File: config.mk
export PLATFORM = sky130hd
export DESIGN_NAME = bus_arbiter
export DESIGN_NICKNAME = d
export VERILOG_FILES = /design/src/common/mem_consts.svh /design/src/common/mem_pkg.sv /design/src/design/bus_arbiter.sv
export SDC_FILE = /design/constraint.sdc
export NUM_CORES = 1
export LEC_CHECK = 0
export ABC_AREA = 1
export BUFFER_PORTS_ARGS = -buffer_cell sky130_fd_sc_hd__buf_2
export CAP_MARGIN = 0
export CORE_AREA = 2 2 115 117
export DETAILED_ROUTE_END_ITERATION = 16
export DIE_AREA = 0 0 117 119
export PLACE_DENSITY_LB_ADDON = 0.3
export SLEW_MARGIN = 20
export SYNTH_ARGS = -nofsm -noshare
export SYNTH_HDL_FRONTEND = slang
export SYNTH_SLANG_ARGS = --single-unit
File: constraint.sdc
create_clock -name clk -period 1.3 [get_ports clk]
set_input_delay 0.13 -clock clk [delete_from_list [all_inputs] [get_ports clk]]
set_output_delay 0.13 -clock clk [all_outputs]
set_load 0.03 [all_outputs]
File: src/common/mem_consts.svh
`ifndef MEM_CONSTS_SVH
`define MEM_CONSTS_SVH

////////////////////
// Opcodes
////////////////////

`define MEM_OP_LOAD   7'b0000011
`define MEM_OP_STORE  7'b0100011

////////////////////
// Access sizes
////////////////////

`define MEM_F3_B   3'b000
`define MEM_F3_H   3'b001
`define MEM_F3_W   3'b010
`define MEM_F3_BU  3'b100
`define MEM_F3_HU  3'b101

// Data RAM depth in 32-bit words.
`define MEM_WORDS  256

`endif

File: src/common/mem_pkg.sv
`default_nettype none

package mem_pkg;

    ////////////////////
    // Instruction word
    ////////////////////

    // Load layout.
    typedef struct packed {
        logic [11:0] imm;
        logic [4:0]  rs1;
        logic [2:0]  funct3;
        logic [4:0]  rd;
        logic [6:0]  opcode;
    } i_fmt_t;

    // Store layout.
    typedef struct packed {
        logic [6:0] imm_hi;
        logic [4:0] rs2;
        logic [4:0] rs1;
        logic [2:0] funct3;
        logic [4:0] imm_lo;
        logic [6:0] opcode;
    } s_fmt_t;

    typedef union packed {
        i_fmt_t i_fmt;
        s_fmt_t s_fmt;
    } rv_instr_u;

    ////////////////////
    // Memory bus
    ////////////////////

    typedef struct packed {
        logic        read;
        logic        write;
        logic [31:0] addr;   // Always word aligned.
        logic [31:0] wdata;
    } bus_req_t;

    typedef struct packed {
        logic        ack;    // One-cycle pulse.
        logic [31:0] rdata;
    } bus_rsp_t;

    // Completion record of one load or store.
    typedef struct packed {
        logic [4:0]  rd;
        logic        is_load;
        logic [31:0] data;
    } mem_result_t;

endpackage

`default_nettype wire

File: src/design/bus_arbiter.sv
`timescale 1ns/1ps
`default_nettype none

module bus_arbiter (
    input  logic              clk,
    input  logic              rst_i,
    input  mem_pkg::bus_req_t data_req_i,
    output mem_pkg::bus_rsp_t data_rsp_o,
    input  mem_pkg::bus_req_t fetch_req_i,
    output mem_pkg::bus_rsp_t fetch_rsp_o,
    output mem_pkg::bus_req_t ram_req_o,
    input  mem_pkg::bus_rsp_t ram_rsp_i
);

    import mem_pkg::*;

    logic     owner_q;  // High when fetch owns the bus.
    logic     locked_q;
    logic     data_act, fetch_act;
    logic     grant_fetch;
    bus_req_t grant_req;

    assign data_act  = data_req_i.read | data_req_i.write;
    assign fetch_act = fetch_req_i.read | fetch_req_i.write;

    // Data wins a free bus.
    always_comb begin
        if (locked_q) begin
            grant_fetch = owner_q;
        end else begin
            grant_fetch = !data_act && fetch_act;
        end
    end

    assign grant_req = grant_fetch ? fetch_req_i : data_req_i;
    assign ram_req_o = grant_req;

    always_ff @(posedge clk) begin
        if (rst_i) begin
            owner_q  <= 1'b0;
            locked_q <= 1'b0;
        end else if (locked_q) begin
            if (ram_rsp_i.ack) begin
                locked_q <= 1'b0; // Release on ack.
            end
        end else if (data_act || fetch_act) begin
            locked_q <= 1'b1;
            owner_q  <= grant_fetch;
        end
    end

    assign data_rsp_o.ack    = ram_rsp_i.ack && locked_q && !owner_q;
    assign data_rsp_o.rdata  = ram_rsp_i.rdata;
    assign fetch_rsp_o.ack   = ram_rsp_i.ack && locked_q && owner_q;
    assign fetch_rsp_o.rdata = ram_rsp_i.rdata;

endmodule

`default_nettype wire

# Word-level counts from Yosys, hierarchy flattened
# Cells that the tools add are included.
# word_totals
regBits,2
latch_bits,0
ram_bits,0
romBits,0
inputBits,167
out_inout_bits,132
word_cells,18
n_memories,0
# classes
addsub,0
multipliers,0
div_mod_pow,0
order_cmp,0
eq_ne,0
shifts,0
mux,5
n_bitwise,3
reduce_logical,8
# op_table
op,count
66-bit two-way mux,1
1-bit logical AND,4
1-bit two-way mux,4
1-bit logical NOT,2
1-bit bitwise OR,2
2-bit AND reduction,1
1-bit logical OR,1
1-bit NOT,1

# Depth between registers and ports, before layout
# depth
ltp_word,5
mapped_depth,8
mapped_depth_nobuf,6

# Least setup slack after synthesis
# Ideal clock, no wire load.
# synth_timing
path_type,register to output
from,reg owner_q
to,out fetch_rsp_o[32] (netlist bit)
t_arrival_ps,1200
required_ps,1170
setup_slack_ps,-30
path_stages_with_launch,5
n_path_buf,2
cell_sequence,dfxtp_1 nand2_1 buf_2 buf_2 nor2_1
# synth_lines
item,line,rtl
from (decl),bus_arbiter.sv:17,logic owner_q;
from (signal assigned),bus_arbiter.sv:48,owner_q <= grant_fetch;
to (decl),bus_arbiter.sv:10,"output mem_pkg::bus_rsp_t fetch_rsp_o,"

==> results.sh <==
export IMPL_die_y_um=119
export IMPL_met3_usage_pct=1.78
export IMPL_fin_crit_sh_pct=115
export IMPL_cts_tree="yes"
export IMPL_clockBufferDepth=2
export IMPL_power_density_nw_per_um2=609
export IMPL_synth_nets=472
export IMPL_antenna_found_initial=0
export IMPL_h_tree_depth=1
export IMPL_routed_wl_um=8890
export IMPL_dpl_cell_area_um2=2370
export IMPL_diodes=0
export IMPL_drive_above_1_share_pct=74.5
export IMPL_drv_slew=0
export IMPL_busiest_layer="met2"
export IMPL_finalClockSkew_ns=0.00250
export IMPL_worst_slack_ns=-0.194
export IMPL_route_detailed_drc=0
export IMPL_grt_pass1_wl_um=10700
export IMPL_finish_instance_area_um2=3700
export IMPL_grt_use_total_pct=9.72
export IMPL_critical_path_class="reg -> out"
export IMPL_routed_via_count=2515
export IMPL_ant_nets=0
export IMPL_rows=42
export IMPL_ys_seq_area_share_pct=2.54
export IMPL_yosysUniqueCellTypes=14
export IMPL_worstMarginPinSlew_ns=0.212
export IMPL_syn_to_final_growth_pct=135
export IMPL_viasPerCell=3.99
export IMPL_avgSynthCellArea_um2=5.17
export IMPL_grt_max_degree=21
export IMPL_ys_seq_elements=2
export IMPL_total_power_mw=2.26
export IMPL_hold_violations=0
export IMPL_port_buffers=202
export IMPL_finalCriticalPeriod_ns=1.49
export IMPL_cts_sinks=2
export IMPL_cts_hold_buf=0
export IMPL_outcome="finished with violations"
export IMPL_setup_viol=67
export IMPL_ir_drop_mv=0.500
export IMPL_die_w_um=117
export IMPL_rsz0062_at_grt="true"
export IMPL_place_congestion=0.787
export IMPL_initial_utilization_pct=12.2
export IMPL_critPathCaptureType="primary output"
export IMPL_grt_overflow=0
export IMPL_core_region_area_um2=12900
export IMPL_worstSkewPairLatency_ns=0.22
export IMPL_cts_root_buf="clkbuf_16"
export IMPL_fmax_mhz=669
export IMPL_cp_max_fo=8
export IMPL_maxSlewHeadroom_pct=85.9
export IMPL_use_met1_pct=8.95
export IMPL_p_leak_nw=2.07
export IMPL_cap_violations=0
export IMPL_hold_class="in -> reg"
export IMPL_wl_per_cell_um=14.1
export IMPL_grt_pass1_vias=2336
export IMPL_cp_start_kind="flip-flop"
export IMPL_io_pins=299
export IMPL_drtIter0Drc=41
export IMPL_whs_ns=0.158
export IMPL_use_met2_pct=20.5
export IMPL_violations="setup timing"
export IMPL_numCtsBuffers=3
export IMPL_first_pass_iters=4
export IMPL_path_clk_slew_ns=0.03
export IMPL_crit_arrival_ns=1.36
export IMPL_syn_inst=305
export IMPL_worstPathRequired_ns=1.17
export IMPL_syn_area_um2=1580
export IMPL_nets=624
export IMPL_yosys_warnings=0
export IMPL_dieArea_um2=13900
export IMPL_hpwlAfterDp_um=4980
cells in the final DEF (no fill, tap or decap):
master,synthesis,final
nand2_2,1,45
inv_1,7,6
buf_4,65,8
nand2_8,0,1
nor3_2,0,1
nand3_1,69,19
buf_16,0,4
inv_2,0,1
o211ai_1,1,1
nor2_4,1,2
buf_8,0,3
dfxtp_2,0,2
clkbuf_16,0,10
nand3_4,0,11
nand2_4,0,1
buf_12,0,5
buf_6,5,71
nand3_2,1,40
buf_2,8,134
nor2_1,2,1
nand2_1,135,89
where the power goes:
group | leakage [nW] | internal, mW | switching [mW] | total (mW)
clock | 0.0370 | 0.391 | 0.0657 | 0.457
combinational | 2.02 | 0.800 | 0.929 | 1.73
sequential | 0.0171 | 0.0666 | 0.00390 | 0.0705
layout make-up:
class | instances | area, um2
clock buffers | 3 | 75.1
fillers | 1360 | 9170
inverters | 7 | 26.3
multi-input cells | 211 | 1380
flip-flops and latches | 2 | 42.5
well taps | 176 | 220
repair buffers | 232 | 1960
through the flow:
step / setup TNS, ns / setup WS, ns / cells / util [%]
detailed placement: -3.66 / -0.102 / 614 / 18.4
CTS: -9.26 / -0.172 / 622 / 23.8
global route: -14.67 / -0.251 / 631 / 28.8
global placement: -2.78 / -0.0764 / 614 / 18.4
finish: -10.83 / -0.194 / 631 / 28.8
floorplan: 0 / 0.0261 / 305 / -
sequential cells by signal, indices dropped and copies added (netlist names):
name / cells
locked_q: 1
owner_q: 1
critical path, cell delays in order, from the launching register on:
cell,delay (ns)
dfxtp_2,0.34
inv_2,0.06
nand3_4,0.10
buf_12,0.18
clkbuf_16,0.18
nand3_2,0.06
nand2_1,0.07
buf_6,0.13
worst paths after layout:
path / cells past startpoint / start / end / slack [ns]
setup reg to reg: 7 / locked_q / owner_q / 0.20
hold / removal: 4 / rst_i / owner_q / 0.16
setup / recovery: 7 / locked_q / ram_req_o[64] / -0.19
hold reg to reg: 4 / locked_q / locked_q / 0.69
logic make-up (layout without fill, tap and decap cells):
logic type             after synthesis  after routing  synth area share (%)
AND/OR/NAND/NOR                    210            210                  56.6
AO/OA/AOI/OAI                        1              1                 0.476
buffers and inverters               92            242                  40.4
flip-flops                           2              2                  2.54
cell usage after synthesis (all sizes together):
library cell	count	share of area [%]
nand2	136	33
buf	78	37
nor3	1	0.32
nor2	3	1.2
clkbuf	7	1.7
nand3	70	23
o211ai	1	0.48
dfxtp	2	2.5
inv	7	1.7
metal layers:
layer	part of all wire, %	wire [um]
met2	57	5060
met4	1.8	164
met5	0	0
met3	5.9	525
met1	35	3140
timing repair:
action | CTS | global route
pin swaps | 6 | 46
cloned | 3 | 9
gates resized for setup | 154 | 110
hold endpoints to repair | 0 | 0
setup buffers | 2 | 0
endpoints found under the setup margin | 67 | 68
Note: power is estimated with default switching activity, not from simulation.
