$ cat config.mk
export PLATFORM = sky130hd
export DESIGN_NAME = fetch_unit
export DESIGN_NICKNAME = d
export VERILOG_FILES = /design/src/common/mem_consts.svh /design/src/common/mem_pkg.sv /design/src/design/fetch_unit.sv
export SDC_FILE = /design/constraint.sdc
export NUM_CORES = 1
export LEC_CHECK = 0
export BUFFER_PORTS_ARGS = -buffer_cell sky130_fd_sc_hd__buf_4
export CORE_ASPECT_RATIO = 0.8
export CORE_MARGIN = 1
export CORE_UTILIZATION = 30
export DETAILED_ROUTE_END_ITERATION = 8
export PLACE_DENSITY = 0.66
export SYNTH_ARGS = -nofsm -noshare
export SYNTH_HDL_FRONTEND = slang
export SYNTH_SLANG_ARGS = --single-unit
$ cat constraint.sdc
create_clock -name clk -period 4.4 [get_ports clk]
set_input_delay 0 -clock clk [delete_from_list [all_inputs] [get_ports clk]]
set_output_delay 0 -clock clk [all_outputs]
set_load 0.01 [all_outputs]
$ cat src/common/mem_consts.svh
`ifndef MEM_CONSTS_SVH
`define MEM_CONSTS_SVH

////////////////////
// Opcodes
////////////////////

`define MEM_OP_LOAD   7'b0000011
`define MEM_OP_STORE  7'b0100011

////////////////////
// Access sizes
////////////////////

`define MEM_F3_B   3'b000
`define MEM_F3_H   3'b001
`define MEM_F3_W   3'b010
`define MEM_F3_BU  3'b100
`define MEM_F3_HU  3'b101

// Data RAM depth in 32-bit words.
`define MEM_WORDS  256

`endif

$ cat src/common/mem_pkg.sv
`default_nettype none

package mem_pkg;

    ////////////////////
    // Instruction word
    ////////////////////

    // Load layout.
    typedef struct packed {
        logic [11:0] imm;
        logic [4:0]  rs1;
        logic [2:0]  funct3;
        logic [4:0]  rd;
        logic [6:0]  opcode;
    } i_fmt_t;

    // Store layout.
    typedef struct packed {
        logic [6:0] imm_hi;
        logic [4:0] rs2;
        logic [4:0] rs1;
        logic [2:0] funct3;
        logic [4:0] imm_lo;
        logic [6:0] opcode;
    } s_fmt_t;

    typedef union packed {
        i_fmt_t i_fmt;
        s_fmt_t s_fmt;
    } rv_instr_u;

    ////////////////////
    // Memory bus
    ////////////////////

    typedef struct packed {
        logic        read;
        logic        write;
        logic [31:0] addr;   // Always word aligned.
        logic [31:0] wdata;
    } bus_req_t;

    typedef struct packed {
        logic        ack;    // One-cycle pulse.
        logic [31:0] rdata;
    } bus_rsp_t;

    // Completion record of one load or store.
    typedef struct packed {
        logic [4:0]  rd;
        logic        is_load;
        logic [31:0] data;
    } mem_result_t;

endpackage

`default_nettype wire

$ cat src/design/fetch_unit.sv
`timescale 1ns/1ps
`default_nettype none

module fetch_unit (
    input  logic              clk,
    input  logic              rst_i,
    input  logic              fetch_req_i,
    input  logic [31:0]       fetch_pc_i,
    output logic              fetch_busy_o,
    output logic              fetch_valid_o,
    output logic [31:0]       fetch_data_o,
    output mem_pkg::bus_req_t bus_req_o,
    input  mem_pkg::bus_rsp_t bus_rsp_i
);

    logic        busy_q;
    logic        valid_q;
    logic [31:0] pc_q;
    logic [31:0] data_q;

    always_ff @(posedge clk) begin
        if (rst_i) begin
            busy_q  <= 1'b0;
            valid_q <= 1'b0;
        end else begin
            valid_q <= 1'b0;
            if (busy_q) begin
                if (bus_rsp_i.ack) begin
                    busy_q  <= 1'b0;
                    valid_q <= 1'b1;
                end
            end else if (fetch_req_i) begin
                busy_q <= 1'b1;
            end
        end
    end

    always_ff @(posedge clk) begin
        if (!busy_q && fetch_req_i) begin
            pc_q <= {fetch_pc_i[31:2], 2'b00}; // Word fetch only.
        end
        if (busy_q && bus_rsp_i.ack) begin
            data_q <= bus_rsp_i.rdata;
        end
    end

    // Read held until its ack.
    assign bus_req_o.read  = busy_q;
    assign bus_req_o.write = 1'b0;
    assign bus_req_o.addr  = pc_q;
    assign bus_req_o.wdata = 32'd0;

    assign fetch_busy_o  = busy_q;
    assign fetch_valid_o = valid_q;
    assign fetch_data_o  = data_q;

endmodule

`default_nettype wire

# Word-level counts from Yosys, hierarchy flattened
# Cells that the tools add are included.
# op_classes
muxes	4
n_bitwise	1
n_reduce_logical	4
# op_table
operator	count
two-way mux 1 bit	4
logical AND 1 bit	2
OR reduction 2 bit	1
zero test 1 bit	1
NOT 1 bit	1
# totals
input_bits	68
word_cells	13
reg_bits	64

# Logic depth before layout (Yosys ltp)
# depth
depth_word	2
mapped_depth	2
mapped_depth_nobuf	2

# Least setup slack after synthesis
# OpenSTA, ideal clock, no wires.
# synth_timing
kind	register to register
start	reg busy_q, in the netlist fetch_busy_o
end	reg pc_q[10], enable pin
path_slack_ps	2222
required_time_ps	3978
arrival_time_ps	1756
setup_ps	422
path_stages_with_launch	2
path_buffers	0
path_cell_list	dfxtp_1 > nor2b_1
# synth_via
elab_chain_len	2
# synth_lines
item	line	source
start: declaration	fetch_unit.sv:16	logic busy_q;
start signal: assignment	fetch_unit.sv:23	busy_q <= 1'b0;
start signal: assignment	fetch_unit.sv:29	busy_q <= 1'b0;
start signal: assignment	fetch_unit.sv:33	busy_q <= 1'b1;
zero test 1 bit	fetch_unit.sv:39	if (!busy_q && fetch_req_i) begin
logical AND 1 bit	fetch_unit.sv:39	
end signal: assignment	fetch_unit.sv:40	pc_q <= {fetch_pc_i[31:2], 2'b00};
end: declaration	fetch_unit.sv:18	logic [31:0] pc_q;
# Every way passes these cells.
# A chain may end at the register's enable or synchronous reset.

# Final worst setup path
# layout_timing
start	reg busy_q, in the netlist fetch_busy_o
end	reg data_q[23], in the netlist fetch_data_o[23], enable pin
# layout_via
elab_chain_len	1
# layout_lines
item	line	source
logical AND 1 bit	fetch_unit.sv:42	if (busy_q && bus_rsp_i.ack) begin
end signal: assignment	fetch_unit.sv:43	data_q <= bus_rsp_i.rdata;
end: declaration	fetch_unit.sv:19	logic [31:0] data_q;
# Every way passes these cells.

==> results.json <==
{
  "cts.path.max_buffers": 2,
  "drv_slew": 0,
  "grt_max_degree": 34,
  "gp_congestion": 0.686,
  "ys_types": 8,
  "antenna_cells": 0,
  "yosysWarningCount": 0,
  "power.share.switching_pct": 20.7,
  "syn2layout_area_growth_pct": 81.8,
  "pin_count": 168,
  "avgRoutedWirePerCell_um": 12.9,
  "core_mm2": 0.00699,
  "clock_sinks": 64,
  "fin_crit_ns": 1.28,
  "status": "complete, but fails checks",
  "track_usage_pct": 13.4,
  "die_h_um": 78.8,
  "drtIter0Drc": 51,
  "die_w_um": 98.0,
  "pwr-share-clk_pct": 37.3,
  "power.switching_w": 0.000292,
  "crit_path_end_kind": "flip-flop",
  "final_cells": 403,
  "drc_errors": 7,
  "grt_overflow": 0,
  "place_inst": 323,
  "whs_path_depth": 3,
  "nets": 379,
  "grt_pass1_vias": 1648,
  "hpwlAfterDp_mm": 3.26,
  "cts_root_buf": "clkbuf_8",
  "power_leakage_nw": 1.73,
  "start_util_pct": 31.7,
  "reg2reg_depth": 2,
  "yosysSeqAreaShare_pct": 85.9,
  "maxCapViolations": 0,
  "setup_viol": 0,
  "synth_seq_cells": 64,
  "power_frac_seq_pct": 50.3,
  "violations": "DRC",
  "fin_crit_sh_pct": 29.1,
  "ant_nets": 0,
  "regArea_mm2": 0.00190,
  "finalSetupTns_ns": 0,
  "netlist_instances": 106,
  "finalHoldViolations": 0,
  "crit_arrival_ns": 1.26,
  "pwr_density_cell_mw_per_mm2": 351,
  "post_cts_buffers": 0,
  "dr.pass1.iters": 7,
  "wl_mm": 5.21,
  "htreeDepth": 3,
  "grt_pass1_wl_mm": 7.67,
  "clk_latency_ns": 0.33,
  "avgSynthCellArea_um2": 20.9,
  "vias": 1540,
  "portBuffers": 130,
  "cts_tree": "done",
  "cts_buffers": 9,
  "fin_skew_ns": 0.00564,
  "hp-class": "in2reg",
  "intPower_w": 0.00112,
  "row_count": 27,
  "fillers": 574,
  "cp-start-kind": "flip-flop",
  "die-area_mm2": 0.00773,
  "grt_setup_unrepaired": "false",
  "critPathMaxFanout": 33,
  "pwr-share-comb_pct": 12.5,
  "max-vdd-ir-drop_mv": 0.211,
  "max_freq_ghz": 0.781,
  "required_ns": 4.38,
  "antenna_found_initial": 0,
  "netlist_area_mm2": 0.00221,
  "vias_per_cell": 3.82,
  "path_class": "reg2reg",
  "drive_gt1_share_pct": 46.5,
  "multi_input_area_um2": 171,
  "clk_pin_slew_ns": 0.07
}
## area by class of cell
| class | count | share of cell area, % |
|---|---|---|
| flip-flops and latches | 64 | 47.3 |
| repair buffers | 196 | 40.5 |
| multi-input cells | 40 | 4.26 |
| clock buffers | 9 | 3.08 |
| well taps | 87 | 2.71 |
| clock inverters | 7 | 2.15 |
## cells in the final DEF, fill, tap and decap left out
master and n:
clkinvlp_4 2, o21ba_1 1, clkbuf_8 9, nor2b_1 1
dlygate4sd3_1 64, edfxtp_1 62, clkinv_1 3, dfxtp_1 2
and2_1 1, buf_4 132, bufinv_16 2, conb_1 35
nor2b_2 2
## per-layer routing
metal	share of wire, %	GRT usage [%]
met5	0	0
met4	1.6	6.36
met3	7.7	5.02
met2	56	25.4
met1	35	12.7
## power by group through the flow
stage          combinational (W)  clock [W]  sequential, W
6_report                0.000176   0.000527       0.000710
5_1_grt                 0.000187   0.000567       0.000712
4_1_cts                 0.000176   0.000544       0.000710
3_5_place_dp            0.000130          0       0.000723
3_3_place_gp            0.000128          0       0.000722
2_1_floorplan          0.0000484          0       0.000739
## worst max-delay path: stages, from the launching register on
cell,delay (ns)
dfxtp_1,0.40
and2_1,0.14
buf_4,0.37
## through the flow
step                      util (%)  cell area [µm²]  hold WS (ns)  worst slack (ns)  power [W]
after floorplan                  -             2340        0.0658              2.22   0.000787
after global placement        45.4             3170         0.169              3.13   0.000850
after detailed placement      45.4             3170         0.170              3.11   0.000853
after CTS                     57.5             4020         0.352              3.09    0.00143
after global routing          57.5             4020         0.354              3.04    0.00147
final                         57.5             4020         0.374              3.12    0.00141
## cell usage after synthesis
cell type | count | share of area, %
edfxtp_1 | 62 | 84
buf_4 | 36 | 12
dfxtp_1 | 2 | 1.8
nor2b_1 | 2 | 0.57
and2_1 | 1 | 0.28
conb_1 | 1 | 0.17
nor2b_2 | 1 | 0.40
o21ba_1 | 1 | 0.45
## what timing repair did
item | in CTS | in global routing
gates resized for setup | 0 | 0
hold endpoints to repair | 64 | 0
endpoints found under the setup margin | 0 | 0
hold buffers | 64 | 0
## path summary, 6_finish.rpt
| kind | slack (ns) | to | from |
|---|---|---|---|
| worst max-delay path | 3.12 | fetch_data_o[23] | fetch_busy_o |
| worst min-delay path | 0.37 | fetch_valid_o | rst_i |
| worst max register to register | 3.12 | fetch_data_o[23] | fetch_busy_o |
| worst min register to register | 0.69 | fetch_busy_o | fetch_busy_o |
## registers in the layout, indices dropped and copies added (netlist names)
register / cells
fetch_data_o: 32
fetch_valid_o: 1
fetch_busy_o: 1
pc_q: 30
## kinds of logic after synthesis
group	share of synthesized area, %
compound gates	0.452
simple gates	1.24
buf+inv	12.2
other cells	0.169
flops	85.9
(Power assumes the default switching activity.)
