$ cat src/common/mem_consts.svh
`ifndef MEM_CONSTS_SVH
`define MEM_CONSTS_SVH

////////////////////
// Opcodes
////////////////////

`define MEM_OP_LOAD   7'b0000011
`define MEM_OP_STORE  7'b0100011

////////////////////
// Access sizes
////////////////////

`define MEM_F3_B   3'b000
`define MEM_F3_H   3'b001
`define MEM_F3_W   3'b010
`define MEM_F3_BU  3'b100
`define MEM_F3_HU  3'b101

// Data RAM depth in 32-bit words.
`define MEM_WORDS  256

`endif

$ cat src/common/mem_pkg.sv
`default_nettype none

package mem_pkg;

    ////////////////////
    // Instruction word
    ////////////////////

    // Load layout.
    typedef struct packed {
        logic [11:0] imm;
        logic [4:0]  rs1;
        logic [2:0]  funct3;
        logic [4:0]  rd;
        logic [6:0]  opcode;
    } i_fmt_t;

    // Store layout.
    typedef struct packed {
        logic [6:0] imm_hi;
        logic [4:0] rs2;
        logic [4:0] rs1;
        logic [2:0] funct3;
        logic [4:0] imm_lo;
        logic [6:0] opcode;
    } s_fmt_t;

    typedef union packed {
        i_fmt_t i_fmt;
        s_fmt_t s_fmt;
    } rv_instr_u;

    ////////////////////
    // Memory bus
    ////////////////////

    typedef struct packed {
        logic        read;
        logic        write;
        logic [31:0] addr;   // Always word aligned.
        logic [31:0] wdata;
    } bus_req_t;

    typedef struct packed {
        logic        ack;    // One-cycle pulse.
        logic [31:0] rdata;
    } bus_rsp_t;

    // Completion record of one load or store.
    typedef struct packed {
        logic [4:0]  rd;
        logic        is_load;
        logic [31:0] data;
    } mem_result_t;

endpackage

`default_nettype wire

$ cat src/mem_stage/mem_stage.sv
`timescale 1ns/1ps
`default_nettype none

`include "mem_consts.svh"

module mem_stage (
    input  logic                 clk,
    input  logic                 rst_i,
    input  logic                 op_valid_i,
    input  mem_pkg::rv_instr_u   instr_i,
    input  logic [31:0]          addr_i,
    input  logic [31:0]          store_data_i,
    output logic                 busy_o,
    output logic                 done_o,
    output mem_pkg::mem_result_t result_o,
    output mem_pkg::bus_req_t    bus_req_o,
    input  mem_pkg::bus_rsp_t    bus_rsp_i
);

    typedef enum logic [2:0] {
        ST_IDLE,
        ST_RD0,
        ST_WR0,
        ST_RD1,
        ST_WR1
    } state_t;

    state_t      state_q, state_d;
    logic        in_load, in_store, accept, finish, second;
    logic [2:0]  in_f3;

    logic        is_load_q, cross_q;
    logic [2:0]  f3_q;
    logic [4:0]  rd_q;
    logic [1:0]  off_q;
    logic [29:0] wa_q;
    logic [31:0] sdata_q, word0_q, word1_q;

    logic [7:0]  be8;
    logic [63:0] sh_data, ld_shift;
    logic [31:0] m_lo, m_hi, st_lo, st_hi, ld_lo;

    // Byte enables to bit mask.
    function automatic logic [31:0] lane_mask(input logic [3:0] be);
        logic [31:0] m;
        for (int i = 0; i < 4; i++) begin
            m[i*8 +: 8] = {8{be[i]}};
        end
        return m;
    endfunction

    function automatic logic [3:0] size_be(input logic [2:0] f3);
        case (f3[1:0])
            2'b00:   return 4'b0001;
            2'b01:   return 4'b0011;
            default: return 4'b1111;
        endcase
    endfunction

    // True when the access spills into the next word.
    function automatic logic crosses(input logic [2:0] f3, input logic [1:0] off);
        case (f3[1:0])
            2'b01:   return off == 2'b11;
            2'b10:   return off != 2'b00;
            default: return 1'b0;
        endcase
    endfunction

    function automatic logic [31:0] extend(input logic [2:0] f3, input logic [31:0] w);
        case (f3)
            `MEM_F3_B:  return {{24{w[7]}}, w[7:0]};
            `MEM_F3_H:  return {{16{w[15]}}, w[15:0]};
            `MEM_F3_BU: return {24'd0, w[7:0]};
            `MEM_F3_HU: return {16'd0, w[15:0]};
            default:    return w;
        endcase
    endfunction

    ////////////////////
    // Decode
    ////////////////////

    assign in_load  = instr_i.i_fmt.opcode == `MEM_OP_LOAD;
    assign in_store = instr_i.s_fmt.opcode == `MEM_OP_STORE;
    assign in_f3    = instr_i.i_fmt.funct3; // Same bits in both layouts.
    assign accept   = op_valid_i && !busy_o && (in_load || in_store);

    ////////////////////
    // Sequencer
    ////////////////////

    always_comb begin
        state_d = state_q;
        case (state_q)
            ST_IDLE: begin
                if (accept) begin
                    // Full aligned word stores skip the read.
                    if (in_store && in_f3 == `MEM_F3_W && addr_i[1:0] == 2'b00) begin
                        state_d = ST_WR0;
                    end else begin
                        state_d = ST_RD0;
                    end
                end
            end
            ST_RD0: begin
                if (bus_rsp_i.ack) begin
                    if (!is_load_q) begin
                        state_d = ST_WR0;
                    end else begin
                        state_d = cross_q ? ST_RD1 : ST_IDLE;
                    end
                end
            end
            ST_WR0: begin
                if (bus_rsp_i.ack) begin
                    state_d = cross_q ? ST_RD1 : ST_IDLE;
                end
            end
            ST_RD1: begin
                if (bus_rsp_i.ack) begin
                    state_d = is_load_q ? ST_IDLE : ST_WR1;
                end
            end
            ST_WR1: begin
                if (bus_rsp_i.ack) begin
                    state_d = ST_IDLE;
                end
            end
            default: state_d = ST_IDLE;
        endcase
    end

    assign finish = (state_q != ST_IDLE) && (state_d == ST_IDLE);
    assign busy_o = state_q != ST_IDLE;

    always_ff @(posedge clk) begin
        if (rst_i) begin
            state_q <= ST_IDLE;
            done_o  <= 1'b0;
        end else begin
            state_q <= state_d;
            done_o  <= finish;
        end
    end

    always_ff @(posedge clk) begin
        if (accept) begin
            is_load_q <= in_load;
            f3_q      <= in_f3;
            rd_q      <= in_load ? instr_i.i_fmt.rd : 5'd0; // Stores report x0.
            off_q     <= addr_i[1:0];
            wa_q      <= addr_i[31:2];
            sdata_q   <= store_data_i;
            cross_q   <= crosses(in_f3, addr_i[1:0]);
        end
        if (bus_rsp_i.ack && state_q == ST_RD0) begin
            word0_q <= bus_rsp_i.rdata;
        end
        if (bus_rsp_i.ack && state_q == ST_RD1) begin
            word1_q <= bus_rsp_i.rdata;
        end
        if (finish) begin
            result_o.rd      <= rd_q;
            result_o.is_load <= is_load_q;
            result_o.data    <= is_load_q ? extend(f3_q, ld_shift[31:0]) : 32'd0;
        end
    end

    ////////////////////
    // Data path
    ////////////////////

    // Store bytes placed across the two-word window.
    assign be8     = {4'd0, size_be(f3_q)} << off_q;
    assign sh_data = {32'd0, sdata_q} << {off_q, 3'b000};
    assign m_lo    = lane_mask(be8[3:0]);
    assign m_hi    = lane_mask(be8[7:4]);
    assign st_lo   = (word0_q & ~m_lo) | (sh_data[31:0] & m_lo);
    assign st_hi   = (word1_q & ~m_hi) | (sh_data[63:32] & m_hi);

    // Second word arrives live, first word from the register.
    assign ld_lo    = (state_q == ST_RD1) ? word0_q : bus_rsp_i.rdata;
    assign ld_shift = {bus_rsp_i.rdata, ld_lo} >> {off_q, 3'b000};

    assign second          = (state_q == ST_RD1) || (state_q == ST_WR1);
    assign bus_req_o.read  = (state_q == ST_RD0) || (state_q == ST_RD1);
    assign bus_req_o.write = (state_q == ST_WR0) || (state_q == ST_WR1);
    assign bus_req_o.addr  = {second ? wa_q + 30'd1 : wa_q, 2'b00};
    assign bus_req_o.wdata = second ? st_hi : st_lo;

endmodule

`default_nettype wire

$ cat config.mk
export PLATFORM = sky130hd
export DESIGN_NAME = mem_stage
export DESIGN_NICKNAME = d
export VERILOG_FILES = /design/src/common/mem_pkg.sv /design/src/mem_stage/mem_stage.sv
export VERILOG_INCLUDE_DIRS = /design/src /design/src/common
export SDC_FILE = /design/constraint.sdc
export NUM_CORES = 1
export LEC_CHECK = 0
export ABC_AREA = 1
export BUFFER_PORTS_ARGS = -buffer_cell sky130_fd_sc_hd__buf_2
export CAP_MARGIN = 20
export CORE_ASPECT_RATIO = 1.5
export CORE_MARGIN = 2
export CORE_UTILIZATION = 49
export DETAILED_ROUTE_END_ITERATION = 16
export PLACE_DENSITY = 0.77
export SLEW_MARGIN = 20
export SYNTH_ARGS = -nofsm -noshare
export SYNTH_HDL_FRONTEND = slang
export SYNTH_SLANG_ARGS = --single-unit
$ cat constraint.sdc
create_clock -name clk -period 6.3 [get_ports clk]
set_clock_uncertainty 0.2 [all_clocks]
set_input_delay 1.26 -clock clk [delete_from_list [all_inputs] [get_ports clk]]
set_output_delay 1.26 -clock clk [all_outputs]
set_load 0.02 [all_outputs]
Yosys cells after proc, flatten, opt, wreduce, memory -nomap -nowiden
Cells that the tools add are included.
Storage, ports and cells
  flip-flop bits (word level): 180
  input port bits: 132
  output and inout port bits: 106
  logic and storage cells: 75
Operators by class
  add/subtract/negate cells: 1
  equal/unequal tests: 14
  shift operators: 3
  muxes and demuxes: 16
  bitwise logic cells: 8
  reduce and logical (&&, ||, !) cells: 19
Operators by type and width (count)
  $and A32 B32 Y32: 4
  $pmux W32 S4: 1
  $mux W32: 2
  $not A32 Y32: 2
  $or A32 B32 Y32: 2
  $shl A32 B5 Y64: 1
  $shr A64 B5 Y32: 1
  $add A30 B1 Y30 const B: 1
  $mux W30: 1
  $mux W3: 6
  $pmux W3 S5: 1
  $eq A3 B2 Y1 const B: 3
  $eq A3 B3 Y1 const B: 3
  $logic_not A3 Y1: 3
  $pmux W4 S2: 1
  $shl A4 B2 Y8: 1
  $eq A7 B2 Y1 const B: 1
  $eq A7 B6 Y1 const B: 1
  $logic_and A1 B1 Y1: 7
  $eq A3 B1 Y1 const B: 2
  $mux W2: 3
  $eq A2 B1 Y1 const B: 2
  $eq A2 B2 Y1 const B: 2
  $logic_not A2 Y1: 2
  5 further kinds: 8

Depth between registers and ports, before layout
Gate-level depths: netlist of run 1.
  depth after elaboration: 8
  gate-level depth with buffers: 13
  depth with buffers taken out: 12

Worst setup path before layout of run 1
No wires, ideal clock.
  path kind: input-to-reg
  from: in instr_i[4] (netlist bit)
  to: reg result_o[0] (netlist bit) (enable)
  setup time: 429 ps
  arrival: 5880 ps
  data required time: 5671 ps
  setup slack: -209 ps
  stages on the path: 8
  path buffers: 0
  path through: or2_2 > nor2_1 > nand2_1 > nor2_1 > and3_1 > nor2_1 > nand2_1 > inv_1
Between the ends
  elaborated cells between the ends (all ways): 11
  classes of those cells: eq/ne: 2; mux: 3; reduce/logical: 6
RTL lines
  start: declaration: RTL line mem_stage.sv:10  | input mem_pkg::rv_instr_u instr_i,
  $eq A7 B2 Y1 (no line) / $eq A7 B6 Y1 (equally long branches)
  $logic_or A1 B1 Y1 (*): RTL line mem_stage.sv:86  | assign accept = op_valid_i && !busy_o && (in_load || in_store);
  $logic_and A1 B1 Y1 (*): RTL line mem_stage.sv:86
  named net accept: RTL line mem_stage.sv:29  | logic in_load, in_store, accept, finish, second;
  $mux W3 (*): RTL line mem_stage.sv:96  | if (accept) begin
  $pmux W3 S5 (*): RTL line mem_stage.sv:94  | case (state_q)
  $logic_not A3 Y1 (*): RTL line mem_stage.sv:133  | assign finish = (state_q != ST_IDLE) && (state_d == ST_IDLE);
  $logic_and A1 B1 Y1 (*): RTL line mem_stage.sv:133
  named net finish: RTL line mem_stage.sv:29
  end: declaration: RTL line mem_stage.sv:15  | output mem_pkg::mem_result_t result_o,
The timed path passes the listed nets; every way through them passes the cells marked *.
A chain may end at the register's enable or synchronous reset.

==> reports/qor.yml, run 1 <==
hold_path:
  holdCritPathClass: "register to register"
  min_path_cells: 0
  min_to: "result_o[35]"
  hp-start: "rd_q[2]"
setup_path:
  critPathArrivalTime_ns: 3.68
  timing.rr.start: "is_load_q"
  crit_required_ns: 4.84
  r2r-end: "result_o[22]"
  r2r_cells: 9
  reg2reg_slack_ns: 3.07
  worstSetupPathType: "register to output pin"
  worstPathMaxFanout: 44
  end_kind: "output pin"
  crit_path_start_kind: "register"
sta:
  rsz0062_at_grt: "false"
  worst_pin_slew_ns: 0.973
  fmax_mhz: 194
  hold_viol: 0
  min_period_over_period_pct: 81.7
  finalCriticalPeriod_ns: 5.14
  fin_setup_tns_ns: 0
  slew_headroom_pct: 35.1
  slew_violations: 0
  finalWorstSetupSlack_ns: 1.16
  setup-violations-final: 0
  hold_slack_ns: 0.220
synth:
  async_flop_share_pct: 0
  netlist_area_um2: 9740
  synth-edff-count: 176
  syn_inst: 1080
  yosysWarnings: 0
  synth-seq-area-share_pct: 55.1
  synth_area_leaders: "edfxtp_1 (54%), nand2_1 (10%), nand3_1 (5.2%)"
  yosysTopAreaCell: "edfxtp_1"
  ys_ff_latch: 180
  yosysTopAreaCellShare_pct: 54.3
  synth.distinct_cells: 43
  postSynthAreaPerCell_um2: 9.02
  ys.flop_type: "edfxtp_1"
placed_design:
  io_buffers: 218
  globalplace.congestion: 0.970
  dp_slack_ns: 1.68
  postPlaceCellArea_um2: 10900
  hpwl_mm: 21.4
floorplan:
  die-area_um2: 21000
  rows: 63
  die-width_um: 119
  start_util_pct: 49.6
  boundaryPins: 238
  die_y_um: 177
  coreArea_um2: 19600
detailed_routing:
  drc: 0
  viasPerCell: 5.64
  drt-total-wl_mm: 29.2
  ant_nets: 0
  drt_first_iter_violations: 822
  wl_per_cell_um: 18.9
  num_vias: 8719
  dr.pass1.iters: 6
cells_and_area:
  nets: 1406
  final_common_cell: "nand2_1"
  fill_cells: 1751
  syn2layout_area_growth_pct: 17.9
  drive_gt1_share_pct: 23.0
  fin_area_um2: 11500
  layout_common_cells: "nand2_1 (261), buf_2 (218), edfxtp_1 (176)"
grt:
  grt_pass1_wl_mm: 44.2
  gr-total-overflow: 0
  grt_max_degree: 75
  grt_antenna_before_repair: 4
  first_global_vias: 8256
  track_usage_pct: 27.6
pwr:
  p_per_area_nw_per_um2: 209
  ir_drop_mv: 0.188
  p_leak_nw: 4.81
  total_power_mw: 2.40
clocking:
  htree_levels: 4
  post-cts-setup-buffers: 0
  cts_sinks: 180
  cts_buffers: 17
  clockBufferDepth: 2
  cts_hold_buf: 0
  clk_pin_slew_ns: 0.07
  cts_resized: 0
  insertion_delay_ns: 0.44
  root_buffer: "clkbuf_16"
  cts_tree: "built"
outcome:
  status: "complete, no violations"
run:
  drv_cap: 0
## cell families after synthesis
group                    share of synthesized area [%]
AND/OR/NAND/NOR                                   24.2
flip-flops                                        55.1
buffers and inverters                             6.46
adder cells (fa/ha/maj)                          0.385
multiplexers                                     0.411
XOR/XNOR                                          2.07
other                                           0.0385
AO/OA/AOI/OAI                                     11.3
## power breakdown
part | leakage (nW) | internal (mW) | switching [mW]
Sequential | 1.61 | 1.31 | 0.00312
Clock | 0.255 | 0.505 | 0.465
Combinational | 2.94 | 0.0444 | 0.0643
Total | 4.81 | 1.86 | 0.532
## synth_stat cells, types with 14 or more instances
cell type    n
a21oi_1     61
a22oi_1     18
buf_2       29
clkbuf_1    14
edfxtp_1   176
inv_1       81
nand2_1    261
nand3_1    102
nand4_1     24
nor2_1      82
nor3_1      20
o21ai_0     82
or2_2       15
xor2_1      14
## layout make-up
class / count / area, µm² / area share [%]
timing repair buffer: 227 / 1160 / 10.1
inverter: 88 / 330 / 2.88
tap: 260 / 325 / 2.83
clock inverter: 14 / 103 / 0.894
sequential: 180 / 5370 / 46.7
antenna: 4 / 10.0 / 0.0872
clock buffer: 17 / 425 / 3.70
multi-input combinational: 757 / 3760 / 32.8
## through the flow
stage,cells,util (%)
6_report,1547,58.5
5_1_grt,1547,58.5
4_1_cts,1543,58.4
3_5_place_dp,1512,55.7
3_3_place_gp,1512,55.7
2_1_floorplan,1081,-
## metal layers
metal  vias to the layer above  track usage, %  wire length [µm]
li1                       4132               -                 -
met1                      4011            33.4             11100
met2                       505            46.6             14400
met3                        71            4.67              2380
met4                         0            15.7              1260
met5                         -               0                 0
## critical path, cell delays in order (launching register included)
cell     delay, ns
dfxtp_1       0.89
nand3_4       0.59
nand2_4       0.51
inv_2         0.41
nor2_1        0.19
nand4_1       0.14
nor2_1        0.15
xor2_1        0.15
buf_2         0.18
## flip-flops by register name (all words and copies together) (netlist names)
name / count
rd_q: 5
done_o: 1
is_load_q: 1
word0_q: 32
f3_q: 3
wa_q: 30
word1_q: 32
result_o: 38
cross_q: 1
state_q: 3
off_q: 2
sdata_q: 32
## worst max path at each step
stage / start / endpoint / slack (ns) / depth (start not counted)
2_1_floorplan: instr_i[4] / result_o[0] / 1.12 / 8
3_3_place_gp: state_q[1] / bus_req_o[59] / 1.72 / 8
3_5_place_dp: state_q[1] / bus_req_o[59] / 1.68 / 8
4_1_cts: state_q[1] / bus_req_o[59] / 1.23 / 8
5_1_grt: state_q[1] / bus_req_o[59] / 0.93 / 8
6_report: state_q[1] / bus_req_o[59] / 1.16 / 8
Note: power is estimated with default switching activity, not from simulation.
==> inputs of run 2 (changes only) <==
--- a/config.mk
+++ b/config.mk
@@ -11,9 +11,9 @@
 export CAP_MARGIN = 20
 export CORE_ASPECT_RATIO = 1.5
 export CORE_MARGIN = 2
-export CORE_UTILIZATION = 49
+export CORE_UTILIZATION = 54
 export DETAILED_ROUTE_END_ITERATION = 16
-export PLACE_DENSITY = 0.77
+export PLACE_DENSITY = 0.81
 export SLEW_MARGIN = 20
 export SYNTH_ARGS = -nofsm -noshare
 export SYNTH_HDL_FRONTEND = slang
==> constraint.sdc (replaced) <==
create_clock -name clk -period 5.3 [get_ports clk]
set_clock_uncertainty 0.2 [all_clocks]
set_input_delay 1.06 -clock clk [delete_from_list [all_inputs] [get_ports clk]]
set_output_delay 1.06 -clock clk [all_outputs]
set_load 0.02 [all_outputs]
==> reports/qor.yml, run 2 (same netlist as run 1, synthesis figures left out) <==
outcome:
  status: "complete, no violations"
cells_and_area:
  nets: 1412  # +0.43%
  final_common_cell: "nand2_1"
  fill_cells: 1499  # -14%
  drive_gt1_share_pct: 23.5  # +0.50 points
  layout_common_cells: "nand2_1 (261), buf_2 (218), edfxtp_1 (176)"
  largest-register: "result_o"
  fin_cells: 1509  # -2.5%
  largest_register_ffs: 38  # unchanged
  fin_area_um2: 11500  # +0.36%
  syn2layout_area_growth_pct: 18.3
pwr:
  seq_power_share_pct: 53.1  # -1.9 points
  netSwitchingPower_uw: 697  # +31%
  p_per_area_nw_per_um2: 256  # +22%
  p_comb_share_pct: 4.4  # about the same
  p_clk_share_pct: 42.5  # +2.0 points
  swShare_pct: 23.7  # +1.5 points
  p_leak_nw: 4.87  # +1.3%
  ir_drop_mv: 0.223  # +19%
  power.internal_mw: 2.25  # +21%
floorplan:
  rows: 60  # -4.8%
  coreArea_um2: 17800  # -9.4%
  boundaryPins: 238  # unchanged
  die_y_um: 168  # -4.6%
  start_util_pct: 54.7  # +5.1 points
  die-width_um: 114  # -4.6%
  die-area_um2: 19100  # -9.0%
grt:
  grt_pass1_wl_mm: 44.3  # +0.12%
  grt_max_degree: 58  # -23%
  gr-total-overflow: 0  # unchanged
  track_usage_pct: 30.3  # +2.7 points
  grt_antenna_before_repair: 2  # -2
  first_global_vias: 8380  # +1.5%
clocking:
  cts_buffers: 17  # unchanged
  cts_hold_buf: 0  # unchanged
  root_buffer: "clkbuf_16"
  insertion_delay_ns: 0.44  # about the same
  cts_tree: "built"
  htree_levels: 4  # unchanged
  clk_pin_slew_ns: 0.08  # about the same
  post-cts-setup-buffers: 0  # unchanged
  cts_sinks: 180  # unchanged
  clockBufferDepth: 2  # unchanged
  cts_resized: 0  # unchanged
placed_design:
  postPlaceCellArea_um2: 10900  # about the same
  placedCellCount: 1475  # -2.4%
  hpwl_mm: 21.5  # +0.68%
  dp_slack_ns: 1.26  # -0.424 ns
  io_buffers: 218  # unchanged
  globalplace.congestion: 0.967  # -0.28%
sta:
  min_period_over_period_pct: 86.2
  finalWorstSetupSlack_ns: 0.732  # -0.423 ns
  hold_viol: 0  # unchanged
  fin_setup_tns_ns: 0  # unchanged
  rsz0062_at_grt: "false"
  slew_headroom_pct: 41.2  # +6.1 points
  slew_violations: 0  # unchanged
  finalCriticalPeriod_ns: 4.57
  setup-violations-final: 0  # unchanged
  fmax_mhz: 219
  worst_pin_slew_ns: 0.882  # -0.0908 ns
detailed_routing:
  drt-total-wl_mm: 29.5  # +0.89%
  viasPerCell: 5.92  # +5.0%
  dr.pass1.iters: 6  # unchanged
  drt_first_iter_violations: 951  # +16%
  ant_nets: 0  # unchanged
  drc: 0  # unchanged
  num_vias: 8926  # +2.4%
  wl_per_cell_um: 19.5  # +3.4%
setup_path:
  end_kind: "output pin"
  crit_path_start_kind: "register"
  critPathArrivalTime_ns: 3.31  # -0.37 ns
  worstSetupPathType: "register to output pin"
  crit_required_ns: 4.04  # -0.80 ns
  worstPathMaxFanout: 44  # unchanged
run:
  drv_cap: 0  # unchanged
hold_path:
  holdCritPathClass: "register to register"
==> run 2: cell count changes in the layout (fill, tap and decap cells not counted), sizes merged <==
cell | previous run | this run
buf | 227 | 233
inv | 91 | 95
clkinv | 9 | 7
diode | 4 | 2
clkinvlp | 2 | 1
==> run 2: power groups by stage <==
stage / combinational [mW] / sequential [mW] / clock, mW
finish: 0.129 / 1.56 / 1.25
global route: 0.142 / 1.56 / 1.31
CTS: 0.128 / 1.56 / 1.26
detailed placement: 0.127 / 1.60 / 0
global placement: 0.124 / 1.60 / 0
floorplan: 0.0532 / 1.60 / 0
==> run 2: stage by stage <==
stage	total power [mW]	util [%]	hold WS [ns]
after floorplan	1.65	-	0.200
after global placement	1.72	61.4	0.202
after detailed placement	1.72	61.4	0.208
after CTS	2.96	64.7	0.228
after global routing	3.02	64.8	0.236
final	2.94	64.8	0.226
==> run 2: worst max-delay path, stage by stage, from the launching register on <==
cell     delay (ns)
dfxtp_1        0.42
inv_2          0.20
nand3_4        0.40
nand2_4        0.27
inv_2          0.66
o21ai_0        0.22
o21ai_0        0.42
buf_2          0.25
==> run 2: layout make-up <==
| cell class | count | area [µm²] | area share [%] |
|---|---|---|---|
| sequential | 180 | 5370 | 46.6 |
| multi-input combinational | 757 | 3760 | 32.6 |
| clock buffer | 17 | 425 | 3.69 |
| inverter | 88 | 330 | 2.87 |
| tap | 217 | 272 | 2.36 |
| clock inverter | 15 | 161 | 1.40 |
| antenna | 2 | 5.00 | 0.0434 |
| timing repair buffer | 233 | 1200 | 10.4 |
==> run 2: final timing paths <==
| kind | from | to | slack, ns | depth (start not counted) |
|---|---|---|---|---|
| worst max-delay path | state_q[2] | bus_req_o[1] | 0.73 | 7 |
| worst min-delay path | rd_q[1] | result_o[34] | 0.23 | 0 |
| worst max register to register | is_load_q | result_o[11] | 2.04 | 9 |
| worst min register to register | rd_q[1] | result_o[34] | 0.23 | 0 |
==> run 2: routing by layer <==
metal  part of all wire, %  GRT usage [%]  vias to the layer above
li1                      -              -                     4146
met1                    36           35.7                     4094
met2                    50           52.3                      580
met3                   8.8           5.37                      106
met4                   5.5           16.3                        0
met5                     0              0                        -
==> inputs of run 3 (changes only) <==
--- a/config.mk
+++ b/config.mk
@@ -11,9 +11,9 @@
 export CAP_MARGIN = 20
 export CORE_ASPECT_RATIO = 1.5
 export CORE_MARGIN = 2
-export CORE_UTILIZATION = 54
+export CORE_UTILIZATION = 44
 export DETAILED_ROUTE_END_ITERATION = 16
-export PLACE_DENSITY = 0.81
+export PLACE_DENSITY = 0.68
 export SLEW_MARGIN = 20
 export SYNTH_ARGS = -nofsm -noshare
 export SYNTH_HDL_FRONTEND = slang
==> reports/qor.yml, run 3 (same netlist as run 1, synthesis figures left out) <==
outcome:
  status: "complete, no violations"
clocking:
  cts_tree: "built"
  clk_pin_slew_ns: 0.07  # about the same
  cts_sinks: 180  # unchanged
  clockBufferDepth: 2  # unchanged
  insertion_delay_ns: 0.44  # about the same
  cts_hold_buf: 0  # unchanged
  htree_levels: 4  # unchanged
  root_buffer: "clkbuf_16"
  post-cts-setup-buffers: 0  # unchanged
  cts_resized: 0  # unchanged
  cts_buffers: 17  # unchanged
cells_and_area:
  largest_register_ffs: 38  # unchanged
  syn2layout_area_growth_pct: 18.8
  largest-register: "result_o"
  layout_common_cells: "nand2_1 (261), buf_2 (218), edfxtp_1 (176)"
  nets: 1411  # -0.071%
  drive_gt1_share_pct: 23.3  # -0.21 points
  fin_cells: 1563  # +3.6%
  final_util_pct: 53.3  # -11 points
  fill_cells: 2024  # +35%
  final_common_cell: "nand2_1"
detailed_routing:
  drt-total-wl_mm: 29.9  # +1.4%
  viasPerCell: 5.57  # -5.8%
  num_vias: 8713  # -2.4%
  ant_nets: 0  # unchanged
  drc: 0  # unchanged
  wl_per_cell_um: 19.1  # -2.1%
  drt_first_iter_violations: 657  # -31%
  dr.pass1.iters: 6  # unchanged
grt:
  grt_antenna_before_repair: 2  # unchanged
  grt_max_degree: 45  # -22%
  track_usage_pct: 25.4  # -4.8 points
  gr-total-overflow: 0  # unchanged
  grt_pass1_wl_mm: 45.5  # +2.8%
  first_global_vias: 8192  # -2.2%
pwr:
  swShare_pct: 22.5  # -1.2 points
  p_comb_share_pct: 4.5  # about the same
  total_power_mw: 2.94  # -0.30%
  p_leak_nw: 4.85  # -0.31%
  power.internal_mw: 2.27  # +1.2%
  seq_power_share_pct: 53.3  # +0.2 points
  p_clk_share_pct: 42.2  # -0.3 points
  netSwitchingPower_uw: 661  # -5.2%
  ir_drop_mv: 0.236  # +5.9%
  p_per_area_nw_per_um2: 254  # -0.71%
run:
  drv_cap: 0  # unchanged
placed_design:
  hpwl_mm: 22.2  # +3.5%
  placedCellCount: 1529  # +3.7%
  globalplace.congestion: 0.952  # -1.5%
  io_buffers: 218  # unchanged
sta:
  slew_headroom_pct: 41.1  # -0.056 points
  hold_viol: 0  # unchanged
  fin_setup_tns_ns: 0  # unchanged
  finalCriticalPeriod_ns: 4.61  # +0.0419 ns
  rsz0062_at_grt: "false"
  fmax_mhz: 217  # -0.91%
  min_period_over_period_pct: 87.0  # +0.79 points
  worst_pin_slew_ns: 0.883  # +0.000842 ns
  slew_violations: 0  # unchanged
  setup-violations-final: 0  # unchanged
  hold_slack_ns: 0.227  # +0.000585 ns
floorplan:
  coreArea_um2: 21700  # +22%
  boundaryPins: 238  # unchanged
  rows: 66  # +10%
  die_y_um: 186  # +11%
  die-width_um: 125  # +10%
  start_util_pct: 44.8  # -9.9 points
  die-area_um2: 23400  # +22%
setup_path:
  worstSetupPathType: "register to output pin"
  crit_required_ns: 4.04  # about the same
  cp_slowest_cell: "edfxtp_1"
  crit_chain: "inv_2 -> nor2_2 -> inv_1 -> o221ai_1 -> nand3_1 -> o21ai_0 -> buf_2"
  critPathArrivalTime_ns: 3.35  # +0.04 ns
  end_kind: "output pin"
  crit_family: "flip-flops"
  worstPathMaxFanout: 21  # -52%
  critical_path.max_stage_delay_ns: 0.93  # +0.27 ns
  crit_buf_inv: 3  # unchanged
  crit_path_start_kind: "register"
hold_path:
  holdCritPathClass: "register to register"
-- run 3: cell types whose count changed in the layout (fill, tap and decap cells not counted) --
cell,previous run,this run
clkinv_4,2,4
buf_4,15,14
clkinv_8,3,0
clkinv_2,1,0
clkinvlp_4,1,2
clkinv_1,1,3
inv_8,5,3
bufinv_16,0,1
-- run 3: layout make-up --
| type | instances | area (µm²) | area share, % |
|---|---|---|---|
| Sequential cell | 180 | 5370 | 46.4 |
| Multi-Input combinational cell | 757 | 3760 | 32.5 |
| Timing Repair Buffer | 232 | 1200 | 10.3 |
| Clock buffer | 17 | 425 | 3.68 |
| Tap cell | 272 | 340 | 2.94 |
| Inverter | 88 | 330 | 2.85 |
| Clock inverter | 15 | 148 | 1.28 |
| Antenna cell | 2 | 5.00 | 0.0433 |
-- run 3: path summary, 6_finish.rpt --
kind | startpoint | to | slack [ns] | cells after the start
max | off_q[0] | bus_req_o[1] | 0.69 | 7
min reg2reg | rd_q[4] | result_o[37] | 0.23 | 0
max reg2reg | is_load_q | result_o[11] | 2.04 | 9
min | rd_q[4] | result_o[37] | 0.23 | 0
-- run 3: worst reg2reg max path, cell delays in order (launching register included) --
cell	delay, ns
edfxtp_1	0.73
clkinv_1	0.71
nor2_1	0.25
nor3_1	0.07
nor3_1	0.21
nand2_1	0.08
nor2_1	0.09
nand2_1	0.07
inv_1	0.06
buf_4	0.40
-- run 3: routing by layer --
layer	global-route usage (%)	up-vias	part of all wire [%]
met5	0	-	0
met4	13.5	0	4.2
met3	4.46	72	7.7
met2	43.7	453	50
met1	30.7	4039	38
li1	-	4149	-
-- run 3: power groups by stage --
stage	registers [mW]	logic, mW	clock network, mW
detailed placement	1.60	0.129	0
CTS	1.56	0.130	1.26
finish	1.57	0.131	1.24
global route	1.56	0.144	1.32
global placement	1.60	0.127	0
floorplan	1.60	0.0532	0
-- run 3: stage by stage --
step	setup WS, ns	area (µm²)
3_5_place_dp	1.26	11000
4_1_cts	0.775	11600
3_3_place_gp	1.23	11000
5_1_grt	0.462	11600
2_1_floorplan	0.322	9750
6_report	0.691	11600
